File: src/g729SeqPkg.sv
package g729SeqPkg;

	////////////////////////////////////////////////////////////
	// Frame and subframe geometry
	////////////////////////////////////////////////////////////
	localparam int lFrame = 80;            // Samples per frame
	localparam int lSubfr = 40;            // Samples per subframe
	localparam int framesPerAnalysis = 2;  // Frame-done pulses per LP analysis

	typedef logic [6:0] subfrIdx_t;
	typedef logic [$clog2(framesPerAnalysis + 1) - 1:0] frameCount_t;

	////////////////////////////////////////////////////////////
	// Processing units
	////////////////////////////////////////////////////////////
	localparam int unitCount = 17;

	typedef logic [4:0] unitId_t;
	typedef logic [unitCount - 1:0] unitMask_t;  // One bit per unit
	typedef logic [4:0] muxSel_t;

	localparam unitId_t unitAutocorr = 5'd0;
	localparam unitId_t unitLagWindow = 5'd1;
	localparam unitId_t unitLevinson = 5'd2;
	localparam unitId_t unitAzLsp = 5'd3;
	localparam unitId_t unitLspQuant = 5'd4;
	localparam unitId_t unitIntLpc = 5'd5;
	localparam unitId_t unitIntQlpc = 5'd6;
	localparam unitId_t unitMath1 = 5'd7;
	localparam unitId_t unitPercVar = 5'd8;
	localparam unitId_t unitWeightAz = 5'd9;
	localparam unitId_t unitResidu = 5'd10;
	localparam unitId_t unitSynFilt = 5'd11;
	localparam unitId_t unitPitchOl = 5'd12;
	localparam unitId_t unitMath2 = 5'd13;
	localparam unitId_t unitMath3 = 5'd14;
	localparam unitId_t unitPitchFr3 = 5'd15;
	localparam unitId_t unitEncLag3 = 5'd16;

	////////////////////////////////////////////////////////////
	// Shared encoder registers with k in bit 0
	////////////////////////////////////////////////////////////
	typedef struct packed {
		logic aqAddr;
		logic aAddr;
		logic lTemp;
		logic temp;
		logic index;
		logic gainCode;
		logic gainPit;
		logic t0Frac;
		logic t0Max;
		logic t0Min;
		logic t0;
		logic tOp;
		logic iGamma;
		logic iSubfr;
		logic k;
	} regMask_t;

	typedef struct packed {
		regMask_t load;
		regMask_t clear;
	} regCtrl_t;

	localparam regMask_t maskNone = '0;
	localparam regMask_t maskTOp = '{tOp: 1'b1, default: 1'b0};
	localparam regMask_t maskIGamma = '{iGamma: 1'b1, default: 1'b0};
	localparam regMask_t maskPitchFr = '{t0: 1'b1, t0Frac: 1'b1, default: 1'b0};
	localparam regMask_t maskAddr = '{aAddr: 1'b1, aqAddr: 1'b1, default: 1'b0};
	localparam regMask_t maskLoopEntry = '{t0Min: 1'b1, t0Max: 1'b1, aAddr: 1'b1,
		aqAddr: 1'b1, default: 1'b0};
	localparam regMask_t maskLagEnc = '{iSubfr: 1'b1, index: 1'b1, t0Min: 1'b1,
		t0Max: 1'b1, default: 1'b0};
	localparam regMask_t maskLoopExit = '{iSubfr: 1'b1, iGamma: 1'b1, default: 1'b0};

	////////////////////////////////////////////////////////////
	// Step table word
	////////////////////////////////////////////////////////////
	localparam int stepCount = 32;

	typedef logic [$clog2(stepCount) - 1:0] stepIdx_t;

	localparam stepIdx_t loopTop = 5'd19;    // Pseudo-step outside the table
	localparam stepIdx_t loopFirst = 5'd20;
	localparam stepIdx_t loopLast = 5'd31;

	typedef struct packed {
		logic isReg;              // Tag is low for a unit step
		unitId_t unit;
		muxSel_t sel;
		regMask_t loadOnFinish;   // Pulsed with the unit's done
		logic [4:0] pad;
	} unitStep_t;

	typedef struct packed {
		logic isReg;              // Tag is high for a register step
		regMask_t load;
		regMask_t clear;
	} regStep_t;

	typedef union packed {
		unitStep_t unitStep;
		regStep_t regStep;
	} stepEntry_t;

endpackage

File: src/frameGate.sv
`timescale 1ns/1ps

module frameGate (
	input  logic clock,
	input  logic reset,
	input  logic start,
	input  logic frameDone,
	output logic frameReady
);

	logic armed;
	g729SeqPkg::frameCount_t frameCount;

	// Stays armed once start has been seen
	always_ff @(posedge clock)
	begin
		if (reset)
			armed <= 1'b0;
		else if (start)
			armed <= 1'b1;
	end

	always_ff @(posedge clock)
	begin
		if (reset)
			frameCount <= '0;
		else if (frameReady)
			frameCount <= g729SeqPkg::frameCount_t'(frameDone);  // Keep a frame landing now
		else if (armed && frameDone)
			frameCount <= frameCount + g729SeqPkg::frameCount_t'(1);
	end

	assign frameReady = (frameCount == g729SeqPkg::framesPerAnalysis);

	////////////////////////////////////////////////////////////
	// Checks
	////////////////////////////////////////////////////////////
	assert property (@(posedge clock) disable iff (reset)
		frameCount <= g729SeqPkg::framesPerAnalysis);

endmodule

File: src/stepTable.sv
`timescale 1ns/1ps

module stepTable (
	input  g729SeqPkg::stepIdx_t   step,
	output g729SeqPkg::stepEntry_t entry
);

	function automatic g729SeqPkg::stepEntry_t mkUnit(
		input g729SeqPkg::unitId_t  unitId,
		input g729SeqPkg::muxSel_t  sel,
		input g729SeqPkg::regMask_t load
	);
		g729SeqPkg::stepEntry_t e;
		e.unitStep.isReg = 1'b0;
		e.unitStep.unit = unitId;
		e.unitStep.sel = sel;
		e.unitStep.loadOnFinish = load;
		e.unitStep.pad = '0;
		return e;
	endfunction

	function automatic g729SeqPkg::stepEntry_t mkReg(
		input g729SeqPkg::regMask_t load,
		input g729SeqPkg::regMask_t clear
	);
		g729SeqPkg::stepEntry_t e;
		e.regStep.isReg = 1'b1;
		e.regStep.load = load;
		e.regStep.clear = clear;
		return e;
	endfunction

	always_comb
	begin
		case (step)
			////////////////////////////////////////////////////////////
			// LP analysis, once per frame
			5'd0: entry = mkUnit(g729SeqPkg::unitAutocorr, 5'd0, g729SeqPkg::maskNone);
			5'd1: entry = mkUnit(g729SeqPkg::unitLagWindow, 5'd1, g729SeqPkg::maskNone);
			5'd2: entry = mkUnit(g729SeqPkg::unitLevinson, 5'd2, g729SeqPkg::maskNone);
			5'd3: entry = mkUnit(g729SeqPkg::unitAzLsp, 5'd3, g729SeqPkg::maskNone);
			5'd4: entry = mkUnit(g729SeqPkg::unitLspQuant, 5'd4, g729SeqPkg::maskNone);
			5'd5: entry = mkUnit(g729SeqPkg::unitIntLpc, 5'd5, g729SeqPkg::maskNone);
			5'd6: entry = mkUnit(g729SeqPkg::unitIntQlpc, 5'd6, g729SeqPkg::maskNone);
			5'd7: entry = mkUnit(g729SeqPkg::unitMath1, 5'd7, g729SeqPkg::maskNone);
			5'd8: entry = mkUnit(g729SeqPkg::unitPercVar, 5'd8, g729SeqPkg::maskNone);

			// Weighted speech of the first then the second subframe
			5'd9: entry = mkUnit(g729SeqPkg::unitWeightAz, 5'd9, g729SeqPkg::maskNone);
			5'd10: entry = mkUnit(g729SeqPkg::unitWeightAz, 5'd10, g729SeqPkg::maskNone);
			5'd11: entry = mkUnit(g729SeqPkg::unitResidu, 5'd11, g729SeqPkg::maskNone);
			5'd12: entry = mkUnit(g729SeqPkg::unitSynFilt, 5'd12, g729SeqPkg::maskNone);
			5'd13: entry = mkUnit(g729SeqPkg::unitWeightAz, 5'd13, g729SeqPkg::maskNone);
			5'd14: entry = mkUnit(g729SeqPkg::unitWeightAz, 5'd14, g729SeqPkg::maskNone);
			5'd15: entry = mkUnit(g729SeqPkg::unitResidu, 5'd15, g729SeqPkg::maskNone);
			5'd16: entry = mkUnit(g729SeqPkg::unitSynFilt, 5'd16, g729SeqPkg::maskNone);

			5'd17: entry = mkUnit(g729SeqPkg::unitPitchOl, 5'd17, g729SeqPkg::maskTOp);
			5'd18: entry = mkUnit(g729SeqPkg::unitMath2, 5'd18, g729SeqPkg::maskLoopEntry);

			////////////////////////////////////////////////////////////
			// Loop body behind step 19 which the sequencer handles
			5'd20: entry = mkUnit(g729SeqPkg::unitWeightAz, 5'd19, g729SeqPkg::maskNone);
			5'd21: entry = mkUnit(g729SeqPkg::unitWeightAz, 5'd20, g729SeqPkg::maskNone);
			5'd22: entry = mkUnit(g729SeqPkg::unitMath3, 5'd21, g729SeqPkg::maskIGamma);
			5'd23: entry = mkUnit(g729SeqPkg::unitSynFilt, 5'd22, g729SeqPkg::maskNone);
			5'd24: entry = mkUnit(g729SeqPkg::unitSynFilt, 5'd23, g729SeqPkg::maskNone);
			5'd25: entry = mkUnit(g729SeqPkg::unitResidu, 5'd24, g729SeqPkg::maskNone);
			5'd26: entry = mkUnit(g729SeqPkg::unitSynFilt, 5'd25, g729SeqPkg::maskNone);
			5'd27: entry = mkUnit(g729SeqPkg::unitResidu, 5'd26, g729SeqPkg::maskNone);
			5'd28: entry = mkUnit(g729SeqPkg::unitSynFilt, 5'd27, g729SeqPkg::maskNone);
			5'd29: entry = mkUnit(g729SeqPkg::unitPitchFr3, 5'd28, g729SeqPkg::maskPitchFr);
			5'd30: entry = mkUnit(g729SeqPkg::unitEncLag3, 5'd29, g729SeqPkg::maskLagEnc);

			// Both closing loop actions in one word
			5'd31: entry = mkReg(g729SeqPkg::maskAddr, g729SeqPkg::maskNone);

			default: entry = mkReg(g729SeqPkg::maskNone, g729SeqPkg::maskNone);
		endcase

		// A unit number past the last unit would select no done bit at all
		assert (entry.unitStep.isReg || entry.unitStep.unit < g729SeqPkg::unitCount);
	end

endmodule

File: src/subframeLoop.sv
`timescale 1ns/1ps

module subframeLoop (
	input  logic                  clock,
	input  logic                  reset,
	input  g729SeqPkg::regCtrl_t  regCtrl,
	output g729SeqPkg::subfrIdx_t subframeIndex,
	output logic                  loopMore
);

	// Clear wins over load, as on the shared register file
	always_ff @(posedge clock)
	begin
		if (reset)
			subframeIndex <= '0;
		else if (regCtrl.clear.iSubfr)
			subframeIndex <= '0;
		else if (regCtrl.load.iSubfr)
			subframeIndex <= subframeIndex + g729SeqPkg::subfrIdx_t'(g729SeqPkg::lSubfr);
	end

	assign loopMore = (subframeIndex < g729SeqPkg::lFrame);  // Another subframe to go

	////////////////////////////////////////////////////////////
	// Checks
	////////////////////////////////////////////////////////////

	// Lag encoder only finishes inside the loop, so the position never overshoots
	assert property (@(posedge clock) disable iff (reset)
		subframeIndex <= g729SeqPkg::lFrame);

	// The position only moves in whole subframes
	assert property (@(posedge clock) disable iff (reset)
		(subframeIndex % g729SeqPkg::lSubfr) == 0);

endmodule

File: src/unitDispatch.sv
`timescale 1ns/1ps

module unitDispatch (
	input  logic                  clock,
	input  logic                  reset,
	input  logic                  issue,
	input  g729SeqPkg::unitId_t   unit,
	input  g729SeqPkg::unitMask_t unitDone,
	output g729SeqPkg::unitMask_t unitGo,
	output logic                  activeDone
);

	g729SeqPkg::unitId_t activeUnit;  // Unit whose done is awaited

	always_ff @(posedge clock)
	begin
		if (reset)
		begin
			unitGo <= '0;
			activeUnit <= '0;
		end
		else
		begin
			if (issue)
			begin
				unitGo <= g729SeqPkg::unitMask_t'(1) << unit;  // One-hot go
				activeUnit <= unit;
			end
			else
			begin
				unitGo <= '0;
			end
		end
	end

	// Done bits of every other unit are ignored
	assign activeDone = unitDone[activeUnit];

	////////////////////////////////////////////////////////////
	// Checks
	////////////////////////////////////////////////////////////
	assert property (@(posedge clock) disable iff (reset)
		$onehot0(unitGo));

	// Issue is held for one cycle only, so go is a single pulse
	assert property (@(posedge clock) disable iff (reset)
		(|unitGo) |=> !(|unitGo));

endmodule

File: src/encoderSequencer.sv
`timescale 1ns/1ps

module encoderSequencer (
	input  logic                   clock,
	input  logic                   reset,
	input  logic                   start,
	input  logic                   divErr,
	input  logic                   frameReady,
	input  logic                   loopMore,
	input  logic                   activeDone,
	input  g729SeqPkg::stepEntry_t entry,
	output g729SeqPkg::stepIdx_t   step,
	output logic                   issue,
	output g729SeqPkg::unitId_t    unit,
	output g729SeqPkg::muxSel_t    mathMuxSel,
	output g729SeqPkg::regCtrl_t   regCtrl,
	output logic                   done
);

	typedef enum logic [2:0] {
		sIdle,
		sWaitFrame,
		sIssue,
		sWaitDone,
		sRegister,
		sLoopTop
	} state_t;

	state_t state, stateNext;
	g729SeqPkg::stepIdx_t stepReg, stepNext;
	g729SeqPkg::stepEntry_t cur;   // Word of the current step
	logic advance;

	// State that a newly current step starts in
	function automatic state_t landing(
		input g729SeqPkg::stepIdx_t   s,
		input g729SeqPkg::stepEntry_t e
	);
		if (s == g729SeqPkg::loopTop)
			return sLoopTop;
		else if (e.regStep.isReg)
			return sRegister;
		else
			return sIssue;
	endfunction

	////////////////////////////////////////////////////////////
	// Step pointer
	////////////////////////////////////////////////////////////
	always_comb
	begin
		advance = 1'b0;
		stepNext = stepReg;
		case (state)
			sWaitFrame:
				if (frameReady)
				begin
					advance = 1'b1;
					stepNext = '0;
				end
			sWaitDone:
				if (activeDone)
				begin
					advance = 1'b1;
					stepNext = stepReg + 1'b1;  // Step 18 runs into loopTop
				end
			sRegister:
			begin
				advance = 1'b1;
				stepNext = (stepReg == g729SeqPkg::loopLast) ? g729SeqPkg::loopTop :
					stepReg + 1'b1;
			end
			sLoopTop:
				if (loopMore)
				begin
					advance = 1'b1;
					stepNext = g729SeqPkg::loopFirst;
				end
			default: ;
		endcase
	end

	// The table is read at the step about to become current
	assign step = stepNext;
	assign unit = cur.unitStep.unit;

	////////////////////////////////////////////////////////////
	// Control FSM
	////////////////////////////////////////////////////////////
	always_comb
	begin
		stateNext = state;
		issue = 1'b0;
		done = 1'b0;
		mathMuxSel = '0;
		regCtrl = '0;
		case (state)
			sIdle:
				if (start)
					stateNext = sWaitFrame;
				else
					regCtrl.clear = '1;  // Hold every register cleared
			sIssue:
			begin
				issue = 1'b1;
				mathMuxSel = cur.unitStep.sel;
				stateNext = sWaitDone;
			end
			sWaitDone:
			begin
				mathMuxSel = cur.unitStep.sel;
				if (activeDone)
				begin
					regCtrl.load = cur.unitStep.loadOnFinish;
					if (stepNext == g729SeqPkg::loopTop)
						regCtrl.clear = g729SeqPkg::maskIGamma;  // Math2 register action
				end
			end
			sRegister:
			begin
				// Select trails the step number once loopTop has taken one
				mathMuxSel = g729SeqPkg::muxSel_t'(stepReg - 1'b1);
				regCtrl.load = cur.regStep.load;
				regCtrl.clear = cur.regStep.clear;
			end
			sLoopTop:
				if (!loopMore)
				begin
					regCtrl.clear = g729SeqPkg::maskLoopExit;
					done = !divErr;
					stateNext = sIdle;
				end
			default: ;
		endcase
		if (advance)
			stateNext = landing(stepNext, entry);
		if (divErr)
			stateNext = sIdle;  // Abort without a done pulse
	end

	always_ff @(posedge clock)
	begin
		if (reset)
		begin
			state <= sIdle;
			stepReg <= '0;
		end
		else
		begin
			state <= stateNext;
			stepReg <= stepNext;
		end
	end

	always_ff @(posedge clock)
	begin
		if (advance)
			cur <= entry;
	end

	// Done closes the second subframe and the FSM is idle right after
	assert property (@(posedge clock) disable iff (reset)
		done |-> (state == sLoopTop) && !loopMore ##1 (state == sIdle));

endmodule

File: src/g729Sequencer.sv
`timescale 1ns/1ps

module g729Sequencer (
	input  logic                  clock,
	input  logic                  reset,
	input  logic                  start,
	input  logic                  divErr,
	input  logic                  frameDone,
	input  g729SeqPkg::unitMask_t unitDone,
	output g729SeqPkg::unitMask_t unitGo,
	output g729SeqPkg::muxSel_t   mathMuxSel,
	output g729SeqPkg::regCtrl_t  regCtrl,
	output g729SeqPkg::subfrIdx_t subframeIndex,
	output logic                  done
);

	logic frameReady;
	logic loopMore;
	logic activeDone;
	logic issue;
	g729SeqPkg::unitId_t unit;
	g729SeqPkg::stepIdx_t step;
	g729SeqPkg::stepEntry_t entry;

	frameGate u_frameGate (
		.clock      (clock),
		.reset      (reset),
		.start      (start),
		.frameDone  (frameDone),
		.frameReady (frameReady)
	);

	stepTable u_stepTable (
		.step  (step),
		.entry (entry)
	);

	subframeLoop u_subframeLoop (
		.clock         (clock),
		.reset         (reset),
		.regCtrl       (regCtrl),
		.subframeIndex (subframeIndex),
		.loopMore      (loopMore)
	);

	unitDispatch u_unitDispatch (
		.clock      (clock),
		.reset      (reset),
		.issue      (issue),
		.unit       (unit),
		.unitDone   (unitDone),
		.unitGo     (unitGo),
		.activeDone (activeDone)
	);

	encoderSequencer u_encoderSequencer (
		.clock      (clock),
		.reset      (reset),
		.start      (start),
		.divErr     (divErr),
		.frameReady (frameReady),
		.loopMore   (loopMore),
		.activeDone (activeDone),
		.entry      (entry),
		.step       (step),
		.issue      (issue),
		.unit       (unit),
		.mathMuxSel (mathMuxSel),
		.regCtrl    (regCtrl),
		.done       (done)
	);

endmodule

File: config.mk
export PLATFORM = sky130hd
export DESIGN_NAME = g729Sequencer
export DESIGN_NICKNAME = d
export VERILOG_FILES = /design/src/g729SeqPkg.sv /design/src/frameGate.sv /design/src/stepTable.sv /design/src/subframeLoop.sv /design/src/unitDispatch.sv /design/src/encoderSequencer.sv /design/src/g729Sequencer.sv
export SDC_FILE = /design/constraint.sdc
export NUM_CORES = 1
export LEC_CHECK = 0
export ABC_CLOCK_PERIOD_IN_PS = 4800
export BUFFER_PORTS_ARGS = -buffer_cell sky130_fd_sc_hd__clkbuf_2
export CORE_MARGIN = 1
export CORE_UTILIZATION = 35
export DETAILED_ROUTE_END_ITERATION = 10
export GPL_TIMING_DRIVEN = 0
export PLACE_DENSITY = 0.62
export SLEW_MARGIN = 5
export SYNTH_ARGS = -nofsm -noshare
export SYNTH_HDL_FRONTEND = slang
export SYNTH_SLANG_ARGS = --single-unit
File: constraint.sdc
create_clock -name clock -period 4.8 [get_ports clock]
set_clock_uncertainty 0.1 [all_clocks]
set_input_delay 0.72 -clock clock [delete_from_list [all_inputs] [get_ports clock]]
set_output_delay 0.72 -clock clock [all_outputs]
set_load 0.1 [all_outputs]
==> flow_summary.json <==
{
  "ys.flop_type": "dfxtp_1",
  "postCtsSetupRepairBufs": 0,
  "via_per_inst": 5.39,
  "syn_avg_cell_area_um2": 8.83,
  "max_cap_viol_count": 0,
  "cp-start-kind": "flop",
  "drtIter0Drc": 272,
  "drt-total-wl_mm": 9.13,
  "firstDrtPassIters": 4,
  "p_per_area_nw_per_um2": 233,
  "grt_overflow": 0,
  "dp.final_hpwl_mm": 7.11,
  "rrSetupSlack_ps": 950,
  "async_flop_share": 0,
  "yosysSeqAreaShare": 0.372,
  "clock-sinks": 53,
  "final_nets": 492,
  "io_buffer_count": 77,
  "crit_end": "regCtrl[2]",
  "period_needed_ps": 4590,
  "htree_num_levels": 2,
  "setup_viol": 0,
  "crit_arrival_ps": 3770,
  "ys_types": 75,
  "final_layout_size_suffix_gt1_frac": 0.281,
  "core-area_um2": 8890,
  "num_vias": 3054,
  "fp-row-count": 34,
  "yosysWarnings": 0,
  "end_kind": "primary output",
  "reg2reg_from": "u_encoderSequencer.stepReg[0]",
  "grt_pass1_wl_mm": 14.7,
  "antenna_found_initial": 0,
  "timing.rr.end": "u_encoderSequencer.cur[22]",
  "power_leakage_nw": 1.66,
  "wl_per_cell_um": 16.1,
  "final_max_slew_viol_count": 0,
  "num_antenna_cells": 0,
  "worst_slew_pin_slew_ps": 1130,
  "mostFrequentLayoutCells": "clkbuf_2, dfxtp_1, nor2_1",
  "final_antenna_net_count": 0,
  "synthCells": 372,
  "relSlewSlack": 0.248,
  "dpl_worst_slack_ps": 353,
  "fp.dieArea_um2": 9780,
  "cts_tree": "built",
  "cts-buffers-inserted": 5,
  "cts.clk_slew.worst_paths_ps": 100,
  "grt_pass1_vias": 2809,
  "globalplace.congestion": 0.898,
  "fin_tns_setup_ps": 0,
  "area_growth_pct": 19.7,
  "drc": 0,
  "fin_crit_sh": 0.956,
  "path_class": "reg2out",
  "io_pins": 82,
  "worstSetupStartpoint": "u_encoderSequencer.stepReg[0]",
  "hold_class": "reg2reg",
  "final_common_cell": "clkbuf_2",
  "clock_latency_ps": 310,
  "root_buffer": "clkbuf_8",
  "max_freq_mhz": 218,
  "setup_slack_ps": 211,
  "cp_max_fo": 8,
  "outcome": "finished clean",
  "die_w_um": 98.9,
  "synth_area_um2": 3280,
  "synth_seq_cells": 53,
  "hold_viol": 0,
  "track_usage": 0.191,
  "clk_path_buf_depth": 2,
  "cts_hold_buf": 0,
  "die_height_um": 98.9,
  "vdd_ir_drop_max_v": 0.000113,
  "synth_edf_count": 16,
  "rsz0062_at_grt": "no",
  "grt_max_degree": 22,
  "r2r_cells": 14,
  "start_util": 0.369,
  "cp.required_ps": 3980
}
## worst min-delay path by stage
stage	startpoint	end	slack [ps]	cells past startpoint
finish	u_unitDispatch.activeUnit[3]	u_unitDispatch.activeUnit[3]	400	2
global route	u_unitDispatch.activeUnit[3]	u_unitDispatch.activeUnit[3]	430	2
CTS	u_unitDispatch.activeUnit[3]	u_unitDispatch.activeUnit[3]	400	2
detailed placement	u_unitDispatch.activeUnit[3]	u_unitDispatch.activeUnit[3]	390	2
global placement	u_unitDispatch.activeUnit[3]	u_unitDispatch.activeUnit[3]	380	2
floorplan	u_unitDispatch.activeUnit[3]	u_unitDispatch.activeUnit[3]	360	2
## metal layers
metal / share of wire / up-vias / global-route usage / routed length, um
met4: 0.012 / 0 / 0.0517 / 105
met2: 0.46 / 91 / 0.308 / 4240
met5: 0 / - / 0 / 0
met3: 0.053 / 9 / 0.0369 / 487
li1: - / 1529 / - / -
met1: 0.47 / 1425 / 0.260 / 4300
## critical path: stages (launching register included)
cell and delay [ps]:
dfxtp_1 490, ha_1 340, nand3_1 130, inv_1 80
ha_1 120, buf_2 190, o21bai_1 90, a21oi_2 180
nor3b_1 80, or4_1 570, o21a_4 290, nor3_4 240
a41o_1 220, buf_2 430
## Yosys cell counts, types with 3 or more instances
cell / n / share of area
a22o_1: 7 / 0.019
nor3b_1: 5 / 0.011
mux2i_1: 11 / 0.034
ha_1: 12 / 0.046
and3_1: 10 / 0.019
and2_1: 4 / 0.0076
nor2_1: 33 / 0.038
buf_2: 7 / 0.011
inv_1: 9 / 0.010
nor4_1: 6 / 0.011
buf_4: 11 / 0.025
nor2b_1: 5 / 0.0095
a21o_1: 8 / 0.018
o21ai_0: 12 / 0.018
nand2b_1: 5 / 0.0095
clkbuf_1: 8 / 0.0091
nand3_1: 20 / 0.030
nor3_1: 15 / 0.023
and4_1: 3 / 0.0080
edfxtp_1: 16 / 0.15
dfxtp_1: 37 / 0.23
or3_1: 4 / 0.0076
a21oi_1: 26 / 0.040
nand2_1: 31 / 0.035
a2bb2oi_1: 3 / 0.0080
o21ai_1: 3 / 0.0046
## layout make-up
cell class / instances / area [um^2]
fillers: 899 / 4960
flip-flops and latches: 53 / 1220
well taps: 108 / 135
plain buffers: 29 / 174
multi-input cells: 282 / 1890
clock buffers: 5 / 68.8
inverters: 10 / 37.5
clock inverters: 3 / 25.0
repair buffers: 77 / 385
## stage by stage
stage | instance area [um^2] | hold slack [ps] | utilization | std cells | power (mW)
finish | 3930 | 402 | 0.442 | 567 | 0.917
global route | 3930 | 431 | 0.442 | 567 | 0.955
CTS | 3930 | 401 | 0.442 | 567 | 0.928
detailed placement | 3830 | 385 | 0.430 | 559 | 0.661
global placement | 3830 | 383 | 0.430 | 559 | 0.659
floorplan | 3310 | 363 | - | 374 | 0.625
## logic make-up after synthesis
group           Yosys count  synth area share
buf+inv                  39            0.0644
fa+ha+maj                12            0.0457
compound gates           97             0.225
flops                    53             0.372
xor+xnor                  4            0.0107
simple gates            154             0.243
mux                      12            0.0381
other cells               1           0.00114
## timing repair
item	CTS	global route
hold endpoints to repair	0	0
gates resized for setup	1	1
endpoints found under the setup margin	1	1
## flip-flops by register name, summed over array words and instances, names as in the netlist
signal,cells
u_subframeLoop.subframeIndex,4
u_encoderSequencer.cur,16
u_encoderSequencer.stepReg,5
u_frameGate.frameCount,2
u_unitDispatch.activeUnit,5
u_unitDispatch.unitGo,17
u_frameGate.armed,1
u_encoderSequencer.state,3
## where the power goes
group / internal (mW) / total [mW] / switching, mW
Clock: 0.107 / 0.263 / 0.156
Sequential: 0.463 / 0.467 / 0.00385
Combinational: 0.0474 / 0.186 / 0.139
Power figures use the tool's default switching activity.
